--- src/common/acq_pkg.sv ---
/* shared types for the acquisition trigger subsystem; the event word is zero padded
   above the trigger type, and the type sits above the 24-bit trigger number */
package acq_pkg;

  // acquisition fsm states, also shown in status bits 1:0
  typedef enum logic [1:0] {
    ACQ_IDLE       = 2'd0, // ready for a ttc trigger, pulse path open
    ACQ_WAIT_DONES = 2'd1, // collecting channel dones
    ACQ_STORE_INFO = 2'd2, // event word pending, needs a credit
    ACQ_READOUT    = 2'd3  // waiting on the command manager
  } acq_state_t;

  // register port addresses
  typedef enum logic [1:0] {
    CFG_CHAN_EN = 2'd0, // channel enable mask
    CFG_MODE    = 2'd1, // async / accept pulse bits
    CFG_STATUS  = 2'd2  // read only
  } cfg_reg_t;

  // event word fields
  localparam int TRIG_TYPE_W = 3;
  localparam int TRIG_NUM_W  = 24;
  localparam int EVT_W       = 32;
  localparam int EVT_PAD_W   = EVT_W - TRIG_TYPE_W - TRIG_NUM_W; // zero bits on top

  // mode register bits
  localparam int MODE_ASYNC_BIT  = 0;
  localparam int MODE_ACCEPT_BIT = 1;

  // status word layout
  localparam int STAT_STATE_LSB = 0;
  localparam int STAT_CRED_LSB  = 4;
  localparam int STAT_CRED_W    = 4;  // bits 7:4
  localparam int STAT_MISS_LSB  = 8;
  localparam int STAT_MISS_W    = 16; // bits 23:8

  // packs type and number into the fifo word
  function automatic logic [EVT_W-1:0] pack_evt(
    input logic [TRIG_TYPE_W-1:0] trig_type,
    input logic [TRIG_NUM_W-1:0]  trig_num
  );
    return {{EVT_PAD_W{1'b0}}, trig_type, trig_num};
  endfunction

endpackage
--- src/hdl/acq_trigger_top.sv ---
/* async trigger subsystem top; fifo read side, readout done and register port at the pins.
   synchronous mode is not supported */
`timescale 1ns/1ps

module acq_trigger_top #(
  parameter int NUM_CHAN   = 5,
  parameter int FIFO_DEPTH = 4
) (
  input  logic                            clk,
  input  logic                            reset,
  input  logic                            cfg_we,
  input  acq_pkg::cfg_reg_t               cfg_addr,
  input  logic [31:0]                     cfg_wdata,
  output logic [31:0]                     cfg_rdata,
  input  logic                            ttc_trigger,
  input  logic [acq_pkg::TRIG_TYPE_W-1:0] ttc_trig_type,
  input  logic [acq_pkg::TRIG_NUM_W-1:0]  ttc_trig_num,
  output logic                            ttc_acq_ready,
  input  logic                            pulse_trigger,
  input  logic [NUM_CHAN-1:0]             acq_dones,
  output logic [2*NUM_CHAN-1:0]           acq_enable,
  output logic [NUM_CHAN-1:0]             acq_trig,
  input  logic                            readout_done,
  input  logic                            evt_pop,
  output logic                            evt_valid,
  output logic [acq_pkg::EVT_W-1:0]       evt_data
);

  localparam int CRED_W = $clog2(FIFO_DEPTH + 1);

  logic [NUM_CHAN-1:0]       chan_en;
  logic                      async_mode, accept_pulse_triggers;
  acq_pkg::acq_state_t       state;
  logic [CRED_W-1:0]         credits;
  logic                      evt_wr, credit_ret;
  logic [acq_pkg::EVT_W-1:0] evt_data_in;

  trig_config_regs #(.NUM_CHAN(NUM_CHAN), .FIFO_DEPTH(FIFO_DEPTH)) u_regs (
    .clk, .reset, .cfg_we, .cfg_addr, .cfg_wdata, .cfg_rdata,
    .state, .credits, .ttc_trigger, .ttc_acq_ready,
    .chan_en, .async_mode, .accept_pulse_triggers
  );

  channel_acq_controller #(.NUM_CHAN(NUM_CHAN), .FIFO_DEPTH(FIFO_DEPTH)) u_ctrl (
    .clk, .reset, .chan_en, .async_mode, .accept_pulse_triggers, .readout_done,
    .ttc_trigger, .ttc_trig_type, .ttc_trig_num, .ttc_acq_ready, .pulse_trigger,
    .acq_dones, .acq_enable, .acq_trig, .credit_ret, .evt_wr, .evt_data_in,
    .state, .credits
  );

  acq_event_fifo #(.FIFO_DEPTH(FIFO_DEPTH)) u_fifo (
    .clk, .reset, .evt_wr, .evt_data_in, .evt_pop, .evt_valid, .evt_data, .credit_ret
  );

endmodule

--- src/acq_ctrl/acq_event_fifo.sv ---
/* circular event fifo with registered head; relies on the writer honouring credits,
   a write into a full fifo is not blocked here. depth of 2 or more */
`timescale 1ns/1ps

module acq_event_fifo #(
  parameter int FIFO_DEPTH = 4
) (
  input  logic                      clk,
  input  logic                      reset,
  input  logic                      evt_wr,
  input  logic [acq_pkg::EVT_W-1:0] evt_data_in,
  input  logic                      evt_pop,
  output logic                      evt_valid,
  output logic [acq_pkg::EVT_W-1:0] evt_data,   // head word
  output logic                      credit_ret  // one per accepted pop
);

  localparam int PTR_W = (FIFO_DEPTH > 1) ? $clog2(FIFO_DEPTH) : 1;
  localparam int CNT_W = $clog2(FIFO_DEPTH + 1);

  logic [acq_pkg::EVT_W-1:0] mem [FIFO_DEPTH];

  logic [PTR_W-1:0] wr_ptr, rd_ptr, rd_nxt;
  logic [CNT_W-1:0] count, count_nxt;
  logic             pop_ok;
  logic [acq_pkg::EVT_W-1:0] head_nxt;

  // wrap at depth, not at a power of two
  function automatic logic [PTR_W-1:0] ptr_inc(input logic [PTR_W-1:0] p);
    return (p == PTR_W'(FIFO_DEPTH - 1)) ? '0 : p + 1'b1;
  endfunction

  assign pop_ok    = evt_pop && evt_valid; // pop on empty ignored
  assign rd_nxt    = pop_ok ? ptr_inc(rd_ptr) : rd_ptr;
  assign count_nxt = count + CNT_W'(evt_wr) - CNT_W'(pop_ok);

  // word being written now bypasses into the head when it lands at rd_nxt
  assign head_nxt = (evt_wr && (wr_ptr == rd_nxt)) ? evt_data_in : mem[rd_nxt];

  always_ff @(posedge clk) begin
    if (reset) begin
      wr_ptr     <= '0;
      rd_ptr     <= '0;
      count      <= '0;
      evt_valid  <= 1'b0;
      credit_ret <= 1'b0;
    end else begin
      if (evt_wr) begin
        wr_ptr <= ptr_inc(wr_ptr);
      end
      rd_ptr     <= rd_nxt;
      count      <= count_nxt;
      evt_valid  <= (count_nxt != '0);
      credit_ret <= pop_ok; // slot freed, hand credit back
    end
  end

  // storage and head register
  always_ff @(posedge clk) begin
    if (evt_wr) begin
      mem[wr_ptr] <= evt_data_in;
    end
    evt_data <= head_nxt;
  end

endmodule

--- src/acq_ctrl/channel_acq_controller.sv ---
/* async acquisition fsm; one event word per ttc trigger, written only against a credit.
   the pulse passthrough (acq_enable, acq_trig) is combinational, all else is registered */
`timescale 1ns/1ps

module channel_acq_controller #(
  parameter int NUM_CHAN   = 5,
  parameter int FIFO_DEPTH = 4
) (
  input  logic                              clk,
  input  logic                              reset,
  // steering from the register block
  input  logic [NUM_CHAN-1:0]               chan_en,
  input  logic                              async_mode,
  input  logic                              accept_pulse_triggers,
  // command manager
  input  logic                              readout_done,
  // ttc trigger receiver
  input  logic                              ttc_trigger,
  input  logic [acq_pkg::TRIG_TYPE_W-1:0]   ttc_trig_type,
  input  logic [acq_pkg::TRIG_NUM_W-1:0]    ttc_trig_num,
  output logic                              ttc_acq_ready,
  // front panel trigger
  input  logic                              pulse_trigger,
  // channel fpgas
  input  logic [NUM_CHAN-1:0]               acq_dones,
  output logic [2*NUM_CHAN-1:0]             acq_enable,
  output logic [NUM_CHAN-1:0]               acq_trig,
  // event fifo, credit based
  input  logic                              credit_ret,
  output logic                              evt_wr,
  output logic [acq_pkg::EVT_W-1:0]         evt_data_in,
  // status
  output acq_pkg::acq_state_t               state,
  output logic [$clog2(FIFO_DEPTH+1)-1:0]   credits
);

  localparam int CRED_W = $clog2(FIFO_DEPTH + 1);

  acq_pkg::acq_state_t state_nxt;

  logic [acq_pkg::TRIG_TYPE_W-1:0] trig_type_q, trig_type_nxt; // latched type
  logic [acq_pkg::TRIG_NUM_W-1:0]  trig_num_q, trig_num_nxt;   // latched number
  logic [NUM_CHAN-1:0]             dones_q, dones_nxt;         // dones seen so far

  logic has_credit;
  logic pulse_open; // idle passthrough condition

  assign has_credit = (credits != '0);
  assign pulse_open = async_mode && accept_pulse_triggers && !ttc_trigger;

  // next state and latch logic
  always_comb begin
    state_nxt     = state;
    trig_type_nxt = trig_type_q;
    trig_num_nxt  = trig_num_q;
    dones_nxt     = dones_q;
    acq_enable    = '0;
    acq_trig      = '0;

    case (state)
      acq_pkg::ACQ_IDLE: begin
        if (ttc_trigger && async_mode) begin
          trig_type_nxt = ttc_trig_type;
          trig_num_nxt  = ttc_trig_num;
          dones_nxt     = '0; // fresh collection
          state_nxt     = acq_pkg::ACQ_WAIT_DONES;
        end else if (pulse_open) begin
          acq_enable = '1;
          acq_trig   = pulse_trigger ? chan_en : '0; // enabled channels only
        end
      end
      acq_pkg::ACQ_WAIT_DONES: begin
        dones_nxt = dones_q | (acq_dones & chan_en); // disabled channels ignored
        if (dones_q == chan_en) begin
          state_nxt = acq_pkg::ACQ_STORE_INFO;
        end
      end
      acq_pkg::ACQ_STORE_INFO: begin
        if (has_credit) begin
          state_nxt = acq_pkg::ACQ_READOUT;
        end
        // otherwise hold, fifo is full downstream
      end
      acq_pkg::ACQ_READOUT: begin
        if (readout_done) begin
          state_nxt = acq_pkg::ACQ_IDLE;
        end
      end
      default: state_nxt = acq_pkg::ACQ_IDLE;
    endcase
  end

  // control registers
  always_ff @(posedge clk) begin
    if (reset) begin
      state         <= acq_pkg::ACQ_IDLE;
      ttc_acq_ready <= 1'b1;
      dones_q       <= '0;
      evt_wr        <= 1'b0;
    end else begin
      state         <= state_nxt;
      ttc_acq_ready <= (state_nxt == acq_pkg::ACQ_IDLE); // ready tracks idle
      dones_q       <= dones_nxt;
      evt_wr        <= (state == acq_pkg::ACQ_STORE_INFO) && has_credit; // one cycle
    end
  end

  // credit counter, a write is charged on the edge ending its evt_wr cycle
  always_ff @(posedge clk) begin
    if (reset) begin
      credits <= CRED_W'(FIFO_DEPTH); // fifo starts empty
    end else begin
      credits <= credits + CRED_W'(credit_ret) - CRED_W'(evt_wr);
    end
  end

  // trigger info and event word
  always_ff @(posedge clk) begin
    trig_type_q <= trig_type_nxt;
    trig_num_q  <= trig_num_nxt;
    if ((state == acq_pkg::ACQ_STORE_INFO) && has_credit) begin
      evt_data_in <= acq_pkg::pack_evt(trig_type_q, trig_num_q);
    end
  end

endmodule

--- src/hdl/trig_config_regs.sv ---
/* config and status registers; writes land on the rising edge, reads are combinational.
   the credit count must fit the 4-bit status field, so FIFO_DEPTH stays below 16 */
`timescale 1ns/1ps

module trig_config_regs #(
  parameter int NUM_CHAN   = 5,
  parameter int FIFO_DEPTH = 4
) (
  input  logic                        clk,
  input  logic                        reset,
  input  logic                        cfg_we,
  input  acq_pkg::cfg_reg_t           cfg_addr,
  input  logic [31:0]                 cfg_wdata,
  output logic [31:0]                 cfg_rdata,
  input  acq_pkg::acq_state_t         state,       // from the controller
  input  logic [$clog2(FIFO_DEPTH+1)-1:0] credits,
  input  logic                        ttc_trigger,
  input  logic                        ttc_acq_ready,
  output logic [NUM_CHAN-1:0]         chan_en,
  output logic                        async_mode,
  output logic                        accept_pulse_triggers
);

  localparam int CRED_FLD_W = acq_pkg::STAT_CRED_W;
  localparam int MISS_W     = acq_pkg::STAT_MISS_W;

  logic [MISS_W-1:0] miss_cnt;    // ttc triggers dropped while busy
  logic [31:0]       status_word;

  // enable mask and mode bits
  always_ff @(posedge clk) begin
    if (reset) begin
      chan_en               <= '1; // all channels on
      async_mode            <= 1'b0;
      accept_pulse_triggers <= 1'b0;
    end else if (cfg_we) begin
      if (cfg_addr == acq_pkg::CFG_CHAN_EN) begin
        chan_en <= cfg_wdata[NUM_CHAN-1:0];
      end
      if (cfg_addr == acq_pkg::CFG_MODE) begin
        async_mode            <= cfg_wdata[acq_pkg::MODE_ASYNC_BIT];
        accept_pulse_triggers <= cfg_wdata[acq_pkg::MODE_ACCEPT_BIT];
      end
      // status address is read only, write dropped
    end
  end

  // saturating missed trigger count
  always_ff @(posedge clk) begin
    if (reset) begin
      miss_cnt <= '0;
    end else if (ttc_trigger && !ttc_acq_ready && (miss_cnt != '1)) begin
      miss_cnt <= miss_cnt + 1'b1;
    end
  end

  always_comb begin
    status_word = '0;
    status_word[acq_pkg::STAT_STATE_LSB +: 2]         = state;
    status_word[acq_pkg::STAT_CRED_LSB +: CRED_FLD_W] = CRED_FLD_W'(credits); // zero ext
    status_word[acq_pkg::STAT_MISS_LSB +: MISS_W]     = miss_cnt;
  end

  // readback mux
  always_comb begin
    cfg_rdata = '0;
    case (cfg_addr)
      acq_pkg::CFG_CHAN_EN: cfg_rdata[NUM_CHAN-1:0] = chan_en;
      acq_pkg::CFG_MODE: begin
        cfg_rdata[acq_pkg::MODE_ASYNC_BIT]  = async_mode;
        cfg_rdata[acq_pkg::MODE_ACCEPT_BIT] = accept_pulse_triggers;
      end
      acq_pkg::CFG_STATUS:  cfg_rdata = status_word;
      default:              cfg_rdata = '0; // unmapped address
    endcase
  end

endmodule

--- config.mk ---
export PLATFORM = sky130hd
export DESIGN_NAME = acq_trigger_top
export DESIGN_NICKNAME = d
export VERILOG_FILES = /design/src/common/acq_pkg.sv /design/src/hdl/acq_trigger_top.sv /design/src/acq_ctrl/acq_event_fifo.sv /design/src/acq_ctrl/channel_acq_controller.sv /design/src/hdl/trig_config_regs.sv
export SDC_FILE = /design/constraint.sdc
export NUM_CORES = 1
export LEC_CHECK = 0
export ABC_AREA = 1
export BUFFER_PORTS_ARGS = -buffer_cell sky130_fd_sc_hd__buf_2
export CORE_MARGIN = 3
export CORE_UTILIZATION = 50
export DETAILED_ROUTE_END_ITERATION = 10
export GPL_TIMING_DRIVEN = 0
export PLACE_DENSITY_LB_ADDON = 0.1
export RECOVER_POWER = 100
export SYNTH_ARGS = -nofsm -noshare
export SYNTH_HDL_FRONTEND = slang
export SYNTH_SLANG_ARGS = --single-unit
--- constraint.sdc ---
create_clock -name clk -period 1.95 [get_ports clk]
set_input_delay 0.195 -clock clk [delete_from_list [all_inputs] [get_ports clk]]
set_output_delay 0.195 -clock clk [all_outputs]
set_load 0.02 [all_outputs]
==> run metrics, run 1 <==
most common cell after layout, fill and taps aside=edfxtp_1; antenna diode count=0; filler cell count=1289; Worst Max-Slew Pin Slew=between 0.7 and 0.8 ns; Slew Limit Headroom=around half; internal power=~8.0 mW; all-layer global routing usage=19.3%; worst hold path cell count=3; number of distinct library cells after synthesis=34; number of core rows=46; detailed-route wire length=approximately 18000 µm; minimum clock period=1.92 ns; average footprint of a synthesized cell=roughly 12 µm²; Die Wd=approximately 140 µm; worst reg2reg startpoint=u_fifo.evt_valid; signal arrival time at the worst endpoint=approximately 2.3 ns; Clock Skew=0.00841 ns; #FFs+latches synth=208; Final setup viols=0; average wire length per cell after detail routing=~16 µm; clock tree from TritonCTS=built; top library cells by usage in the layout, fill and taps aside=162 x edfxtp_1, 116 x nor2_1, 98 x buf_2, 85 x nand2_1, 54 x inv_1; fraction of power spent switching nets=29.3%; switching power summed over all nets=between 3 and 4 mW; CP Buf/Inv Count=4; end of the worst register-to-register path=u_fifo.evt_valid; unrepaired setup endpoints after global routing=true; Ports=~150; die height=roughly 140 µm; cells traversed along the worst timing path=nand2_4 -> inv_4 -> ha_4 -> inv_2 -> ha_4 -> inv_2 -> fa_2 -> xnor2_2 -> xor2_1 -> nand3_1 -> nand2_1 -> inv_1; overall power=~11 mW; CP Data Required Time=approximately 2.3 ns; pin count of the biggest net entering global routing=28; final count of hold timing violations=0; via-per-instance ratio=between 5 and 6; family with the most delay on the worst path=adder cells; worst-case register-to-register setup slack=0.03 ns; Starting DRT DRC Count=around 300; cell count after synthesis=roughly 720; Final Wtd Congestion=between 0.8 and 0.9; number of antenna violations at the first check in global routing=0; htree depth=1; area growth from synthesis to layout=25.8%; worst-path fanout max=2; Remaining DRCs=0; Final Cycle Share=98.6%; ratio of cells with drive above 1 in the final layout=25.2%; static leakage=3.95 nW; delay of the slowest critical-path stage=between 0.3 and 0.4 ns; PD cells=between 1000 and 1500 nW/µm²; worst hold path endpoint=u_regs.async_mode; clock latency on the worst-skew pair=0.48 ns; Seq pwr share=roughly 43%; IO buf count=111; proportion of power drawn by the clock network=between 30% and 40%; cell count of the worst reg-to-reg path=12; number of warning messages in the yosys log=0; critical path type=reg2reg; run status=complete, no violations; vias in the first global route=roughly 5800; slowest library cell on the worst path=dfxtp_4; Mapped Area=around 8300 µm²; number of buffers added by the clock tree synthesis step=21; start point of the worst hold path=cfg_we; detailed-router iteration count before antenna repair=4; Worst IR Drop VDD=just under 0.7 mV; clock sinks=about 210; Pins Over Slew Limit=0; Peak Freq=between 500 and 600 MHz; launch point of the critical path=u_fifo.evt_valid; sequential cell area fraction in the yosys report=69.4%; Clock transition at path regs=0.06 ns; Initial Utilization=51.7%; die area=roughly 18000 µm²; Via Count=about 5700; count of nets after finishing=994; total negative slack for setup checks=0 ns; combinational group share of total power=a little under a quarter; root cell of the clock tree=clkbuf_16; core area=approximately 16000 µm²; maxcap violations=0; post-route antenna net violation count=0; Congestion Overflow GR=0; wire length of the first global-routing pass=roughly 28000 µm; type of the worst min-delay path=in2reg; sort of element at the start of the critical path=flop; crit path capture type=flop; detailed placer's ending HPWL=~11000 µm; maximum clock path buffer count=3
power groups by stage:
stage	logic, mW	clock network (mW)	registers, mW
global route	2.94	3.93	4.93
floorplan	1.47	0	4.97
CTS	2.57	3.78	4.90
global placement	2.26	0	4.96
finish	2.72	3.70	4.92
detailed placement	2.32	0	4.96
flip-flops by register name, indices dropped and copies added (netlist names), 3 cells and up, named ones only:
signal and count:
u_fifo.count 3, u_regs.chan_en 5, u_regs.miss_cnt 16, u_ctrl.trig_num_q 24, u_ctrl.evt_data_in 27, u_ctrl.dones_q 5
u_ctrl.credits 3, u_fifo.mem 108, u_ctrl.trig_type_q 3
worst max path at each step:
stage	cells past startpoint	slack (ns)	endpoint
6_report	12	0.03	u_fifo.evt_valid
4_1_cts	12	0.004	u_fifo.evt_valid
5_1_grt	12	-0.08	u_fifo.evt_valid
2_1_floorplan	12	0.009	u_fifo.evt_valid
3_3_place_gp	12	-0.07	u_fifo.evt_valid
3_5_place_dp	12	-0.14	u_fifo.evt_valid
cells in the mapped netlist:
library cell | n | area share (%)
edfxtp_1 | 162 | 58
nor2_1 | 118 | 5.3
nand2_1 | 87 | 3.9
inv_1 | 65 | 2.9
o21ai_0 | 63 | 3.8
dfxtp_1 | 46 | 11
o22ai_1 | 28 | 2.1
buf_4 | 23 | 2.1
clkbuf_1 | 20 | 0.90
nand3_1 | 17 | 1.0
a21oi_1 | 15 | 0.90
ha_1 | 10 | 1.5
a21oi_2 | 9 | 0.95
nor3_1 | 9 | 0.54
nand2_2 | 6 | 0.45
o211ai_1 | 6 | 0.54
xor2_1 | 5 | 0.53
nand4_1 | 4 | 0.30
xnor2_1 | 4 | 0.42
nor2_4 | 3 | 0.41
a31oi_1 | 2 | 0.15
buf_2 | 2 | 0.12
clkinv_1 | 2 | 0.090
fa_1 | 2 | 0.48
o221ai_1 | 2 | 0.21
a21boi_4 | 1 | 0.23
buf_1 | 1 | 0.045
buf_6 | 1 | 0.14
conb_1 | 1 | 0.045
nand3_2 | 1 | 0.12
nor2_2 | 1 | 0.075
nor3_2 | 1 | 0.12
o21ai_2 | 1 | 0.11
or2_2 | 1 | 0.075
metrics by stage:
stage | hold slack, ns | area (µm²) | std cells | setup WS, ns | utilization (%)
final | 0.0506 | 10500 | 1139 | 0.0264 | 65.0
after global routing | 0.0701 | 10500 | 1139 | -0.0813 | 65.0
after CTS | 0.0389 | 10400 | 1134 | 0.00391 | 64.4
after detailed placement | 0.373 | 9220 | 1059 | -0.136 | 57.2
after global placement | 0.371 | 9220 | 1059 | -0.0722 | 57.2
after floorplan | 0.294 | 8390 | 732 | 0.00866 | -
cells by family after synthesis:
family	Yosys count	share of synthesized area, %
compound gates	127	8.96
flops	208	69.4
fa+ha+maj	12	1.98
other cells	1	0.0450
xor+xnor	9	0.946
buf+inv	114	6.29
simple gates	248	12.3
layer usage:
metal	wire (µm)	GRT usage [%]	up-vias
li1	-	-	2821
met1	7830	24.5	2730
met2	9060	34.8	164
met3	1030	3.09	18
met4	172	4.65	0
met5	0	0	-
worst min-delay path, cell delays in order:
cell and delay [ns]:
buf_2 0.10, nand3_1 0.12, a21oi_1 0.08
area by class of cell:
| cell class | count | area, µm² | area share (%) |
|---|---|---|---|
| Clock inverter | 10 | 72.6 | 0.692 |
| Clock buffer | 27 | 558 | 5.32 |
| Timing Repair Buffer | 152 | 962 | 9.18 |
| Sequential cell | 208 | 5800 | 55.3 |
| Timing Repair inverter | 3 | 22.5 | 0.215 |
| Inverter | 67 | 287 | 2.73 |
| Tap cell | 216 | 270 | 2.58 |
| Buffer | 46 | 350 | 3.34 |
| Multi-Input combinational cell | 410 | 2160 | 20.6 |
repair_timing:
| action | CTS | global route |
|---|---|---|
| resized for setup | 56 | 44 |
| pin swaps | 5 | 9 |
| endpoints found under the setup margin | 201 | 96 |
| buffers inserted | 2 | 1 |
| hold buffers | 37 | 0 |
| hold endpoints to repair | 37 | 0 |
| cloned | 0 | 4 |
Power figures use the tool's default switching activity.
==> run 2: changes to the inputs <==
--- a/config.mk
+++ b/config.mk
@@ -11,6 +11,7 @@
 export CORE_UTILIZATION = 50
 export DETAILED_ROUTE_END_ITERATION = 10
 export GPL_TIMING_DRIVEN = 0
+export MAX_ROUTING_LAYER = met4
 export PLACE_DENSITY_LB_ADDON = 0.1
 export RECOVER_POWER = 100
 export SYNTH_ARGS = -nofsm -noshare
==> run metrics, run 2 (same netlist as run 1, synthesis figures left out) <==
maximum clock path buffer count=3; antenna diode count=0; worst hold path cell count=3; max reg flops=108; area growth from synthesis to layout=25.8%; Worst Max-Slew Pin Slew=roughly 0.75 ns; GR Layer Usage met2=34.8%; worst reg2reg startpoint=u_fifo.evt_valid; cell count of the worst reg-to-reg path=12; Final Cycle Share=approximately 99%; Clock transition at path regs=0.06 ns; Starting DRT DRC Count=~300; core area=between 15000 and 20000 µm²; end of the worst register-to-register path=u_fifo.evt_valid; fraction of power spent switching nets=29.3%; Ports=around 150; Design Area, Final=approximately 10000 µm²; worst-path fanout max=2; Pins Over Slew Limit=0; Remaining DRCs=0; critical path type=reg2reg; clock tree from TritonCTS=built; clock latency on the worst-skew pair=around 0.48 ns; unrepaired setup endpoints after global routing=true; proportion of power drawn by the clock network=between 30% and 40%; DP Worst Slack=-0.136 ns; internal power=about 8 mW; register bank with the most flops=u_fifo.mem; top library cells by usage in the layout, fill and taps aside=162 x edfxtp_1, 116 x nor2_1, 98 x buf_2, 85 x nand2_1, 54 x inv_1; overall power=~11 mW; met3 Track Usage GR=2.94%; detailed-router iteration count before antenna repair=5; vias in the first global route=around 5800; crit path capture type=flop; routing usage on met1=approximately a quarter; number of buffers added by the clock tree synthesis step=21; Worst IR Drop VDD=slightly below 0.7 mV; top flop regs=u_fifo.mem: 108 flops, u_ctrl.evt_data_in: 27 flops, u_ctrl.trig_num_q: 24 flops; ratio of cells with drive above 1 in the final layout=25.2%; minimum setup slack in the final design=about 0.025 ns; end-of-flow core utilization=65.0%; run status=complete, no violations; wire length of the first global-routing pass=about 28000 µm; PD cells=between 1000 and 1500 nW/µm²; Final setup viols=0; Via Count=around 5800; Slew Limit Headroom=50.3%; start point of the worst hold path=cfg_we; worst-case register-to-register setup slack=roughly 0.025 ns; combinational group share of total power=between 20% and 30%; final count of hold timing violations=0; sort of element at the start of the critical path=flop; post-route non-filler standard cell count=roughly 1100; number of core rows=46; CP Data Required Time=approximately 2.3 ns; highest-utilization routing layer at the global route stage=met2; Congestion Overflow GR=0; most common cell after layout, fill and taps aside=edfxtp_1; die height=135 µm; Initial Utilization=~52%; instance area at placement=between 9000 and 10000 µm²; worst hold path endpoint=u_regs.async_mode; via-per-instance ratio=5.05; count of nets after finishing=994; cell total after placement=1059; Clock Skew=roughly 0.008 ns; clock sinks=around 210; detailed-route wire length=approximately 18000 µm; all-layer global routing usage=between 15 and 20%; static leakage=roughly 4 nW; detailed placer's ending HPWL=about 11000 µm; Seq pwr share=around 43%; post-route antenna net violation count=0; htree depth=1; total negative slack for setup checks=0 ns; Worst Hold Margin=0.0499 ns; switching power summed over all nets=3.32 mW; average wire length per cell after detail routing=roughly 16 µm; pin count of the biggest net entering global routing=28; Final Wtd Congestion=roughly 0.87; IO buf count=roughly 110; number of antenna violations at the first check in global routing=0; Peak Freq=519 MHz; maxcap violations=0; Die Wd=roughly 140 µm; signal arrival time at the worst endpoint=roughly 2.3 ns; type of the worst min-delay path=in2reg; die area=18300 µm²; root cell of the clock tree=clkbuf_16; minimum clock period=1.93 ns
## run 2: area by class of cell
| class | instances | area, µm² |
|---|---|---|
| Buffer | 46 | 350 |
| Clock buffer | 27 | 558 |
| Clock inverter | 10 | 72.6 |
| Fill cell | 1289 | 5640 |
| Inverter | 67 | 287 |
| Multi-Input combinational cell | 410 | 2160 |
| Sequential cell | 208 | 5800 |
| Tap cell | 216 | 270 |
| Timing Repair Buffer | 152 | 962 |
| Timing Repair inverter | 3 | 22.5 |
## run 2: metal layers
layer	routed length, µm	up-vias
li1	-	2817
met2	9030	164
met5	0	-
met1	7850	2757
met3	1010	19
met4	193	0
## run 2: worst max path at each step
stage / depth (start not counted) / endpoint / slack [ns] / start
2_1_floorplan: 12 / u_fifo.evt_valid / 0.009 / u_fifo.evt_valid
3_3_place_gp: 12 / u_fifo.evt_valid / -0.07 / u_fifo.evt_valid
3_5_place_dp: 12 / u_fifo.evt_valid / -0.14 / u_fifo.evt_valid
4_1_cts: 12 / u_fifo.evt_valid / 0.004 / u_fifo.evt_valid
5_1_grt: 12 / u_fifo.evt_valid / -0.08 / u_fifo.evt_valid
6_report: 12 / u_fifo.evt_valid / 0.02 / u_fifo.evt_valid
## run 2: power groups by stage
| stage | sequential, mW | clock [mW] | combinational [mW] |
|---|---|---|---|
| after detailed placement | 4.96 | 0 | 2.32 |
| final | 4.92 | 3.69 | 2.73 |
| after global routing | 4.93 | 3.93 | 2.94 |
| after global placement | 4.96 | 0 | 2.26 |
| after CTS | 4.90 | 3.78 | 2.57 |
| after floorplan | 4.97 | 0 | 1.47 |
## run 2: what timing repair did
item / 4_1_cts / 5_1_grt
pin swaps: 5 / 9
buffers inserted: 2 / 1
gates cloned: 0 / 4
setup endpoints to repair: 201 / 96
endpoints found under the hold margin: 37 / 0
hold buffers: 37 / 0
resized for setup: 56 / 44
## run 2: critical path, stage by stage, from the launching register on
cell,delay [ns]
dfxtp_4,0.35
nand2_4,0.08
inv_4,0.04
ha_4,0.20
inv_2,0.06
ha_4,0.12
inv_2,0.03
fa_2,0.34
xnor2_2,0.18
xor2_1,0.21
nand3_1,0.11
nand2_1,0.07
inv_1,0.04
==> run 3: changes to the inputs <==
--- a/config.mk
+++ b/config.mk
@@ -9,9 +9,9 @@
 export BUFFER_PORTS_ARGS = -buffer_cell sky130_fd_sc_hd__buf_2
 export CORE_MARGIN = 3
 export CORE_UTILIZATION = 50
+export CTS_CLUSTER_DIAMETER = 40
 export DETAILED_ROUTE_END_ITERATION = 10
 export GPL_TIMING_DRIVEN = 0
-export MAX_ROUTING_LAYER = met4
 export PLACE_DENSITY_LB_ADDON = 0.1
 export RECOVER_POWER = 100
 export SYNTH_ARGS = -nofsm -noshare
==> run metrics, run 3 (same netlist as run 1, synthesis figures left out) <==
run status=complete, no violations; Peak Freq=522 MHz; most common cell after layout, fill and taps aside=edfxtp_1; minimum clock period=approximately 1.9 ns; Metal-1 WL=slightly below 8000 µm; Initial Utilization=between 50% and 60%; CP Data Required Time=between 2 and 2.5 ns; Slew Limit Headroom=between 40% and 50%; maxcap violations=0; average wire length per cell after detail routing=between 15 and 20 µm; delay of the slowest critical-path stage=around 0.35 ns; worst-path fanout max=2; family with the most delay on the worst path=adder cells; CP Buf/Inv Count=4; unrepaired setup endpoints after global routing=true; area growth from synthesis to layout=29.9%; amount of wire on met2 after detailed routing=just over 9000 µm; total negative slack for setup checks=0 ns; overall power=roughly 13 mW; number of buffers added by the clock tree synthesis step=26; Remaining DRCs=0; cells traversed along the worst timing path=nand2_4 -> inv_4 -> ha_4 -> inv_2 -> ha_4 -> inv_2 -> fa_2 -> xnor2_2 -> xor2_1 -> nand3_1 -> nand2_1 -> inv_1; final count of hold timing violations=0; top library cells by usage in the layout, fill and taps aside=162 x edfxtp_1, 118 x nor2_1, 94 x buf_2, 85 x nand2_1, 54 x inv_1; Ports=around 150; crit path capture type=flop; signal arrival time at the worst endpoint=roughly 2.3 ns; IO buf count=111; Via Count=~5800; Worst Max-Slew Pin Slew=roughly 0.77 ns; PD cells=1180 nW/µm²; type of the worst min-delay path=in2reg; DR WL met3=1070 µm; Starting DRT DRC Count=~380; htree depth=1; critical path type=reg2reg; core area=16100 µm²; die area=about 18000 µm²; Clock transition at path regs=about 0.06 ns; maximum clock path buffer count=3; root cell of the clock tree=clkbuf_16; wire length of the first global-routing pass=~29000 µm; detailed placer's ending HPWL=11200 µm; pin count of the biggest net entering global routing=28; number of core rows=46; ratio of cells with drive above 1 in the final layout=26.3%; via-per-instance ratio=approximately 5.1; clock latency on the worst-skew pair=about 0.51 ns; Worst Hold Margin=roughly 0.036 ns; slowest library cell on the worst path=dfxtp_4; Final setup viols=0; die height=~140 µm; vias in the first global route=around 5800; max reg flops=between 100 and 150; count of nets after finishing=approximately 1000; Final Wtd Congestion=0.858; post-route antenna net violation count=0; static leakage=between 4 and 5 nW; Congestion Overflow GR=0; end-of-flow core utilization=about two thirds; uppermost routed layer=met4; Pins Over Slew Limit=0; antenna diode count=0; Final Cycle Share=98.2%; clock tree from TritonCTS=built; detailed-router iteration count before antenna repair=5; clock sinks=about 210; number of antenna violations at the first check in global routing=0; sort of element at the start of the critical path=flop; top flop regs=u_fifo.mem: 108 flops, u_ctrl.evt_data_in: 27 flops, u_ctrl.trig_num_q: 24 flops; Clock Skew=roughly 0.0081 ns; detailed-route wire length=roughly 18000 µm; all-layer global routing usage=19.6%; filler cell count=approximately 1300; Worst IR Drop VDD=just over 0.6 mV; Die Wd=135 µm; register bank with the most flops=u_fifo.mem
-- run 3: path summary, 6_finish.rpt --
check | to | slack [ns] | depth (start not counted) | startpoint
hold / removal | u_regs.async_mode | 0.04 | 3 | cfg_we
setup reg to reg | u_fifo.evt_valid | 0.03 | 12 | u_fifo.evt_valid
hold reg to reg | u_ctrl.evt_data_in[0] | 0.42 | 0 | u_ctrl.trig_num_q[0]
setup / recovery | u_fifo.evt_valid | 0.03 | 12 | u_fifo.evt_valid
-- run 3: stage by stage --
| stage | cell area [µm²] | instances | worst slack, ns |
|---|---|---|---|
| detailed placement | 9220 | 1059 | -0.136 |
| global route | 10800 | 1150 | -0.0953 |
| CTS | 10700 | 1145 | -0.000268 |
| finish | 10800 | 1150 | 0.0346 |
| floorplan | 8390 | 732 | 0.00866 |
| global placement | 9220 | 1059 | -0.0722 |
-- run 3: timing repair --
item	in CTS	in global routing
gates resized for setup	68	41
endpoints found under the setup margin	201	92
pin swaps	6	11
endpoints found under the hold margin	39	0
buffers inserted	2	1
gates cloned	0	4
hold buffers	37	0
-- run 3: metal layers --
| metal | up-vias | GRT usage (%) |
|---|---|---|
| met5 | - | 0 |
| met4 | 0 | 5.38 |
| met3 | 29 | 3.20 |
| met2 | 194 | 35.2 |
| met1 | 2756 | 24.6 |
| li1 | 2834 | - |
-- run 3: layout make-up --
cell class	count	area, µm²	share of cell area, %
well taps	216	270	2.50
multi-input cells	410	2160	20.0
clock buffers	29	683	6.31
plain buffers	46	370	3.42
clock inverters	19	246	2.28
repair buffers	152	982	9.08
inverters	67	289	2.67
flip-flops and latches	208	5790	53.5
repair inverters	3	22.5	0.208
-- run 3: report_power, final --
part | leakage [nW] | total, mW | switching (mW) | internal (mW)
registers | 1.83 | 4.91 | 0.0818 | 4.83
clock network | 0.438 | 5.03 | 1.82 | 3.21
logic | 1.83 | 2.82 | 1.70 | 1.12
total | 4.10 | 12.8 | 3.60 | 9.16
-- run 3: tightest hold or removal path, delay by kind of cell --
| family | cells | cell delay [ns] |
|---|---|---|
| and+or+nand+nor | 1 | 0.12 |
| AOI/OAI and AO/OA | 1 | 0.08 |
| buffers and inverters | 1 | 0.10 |
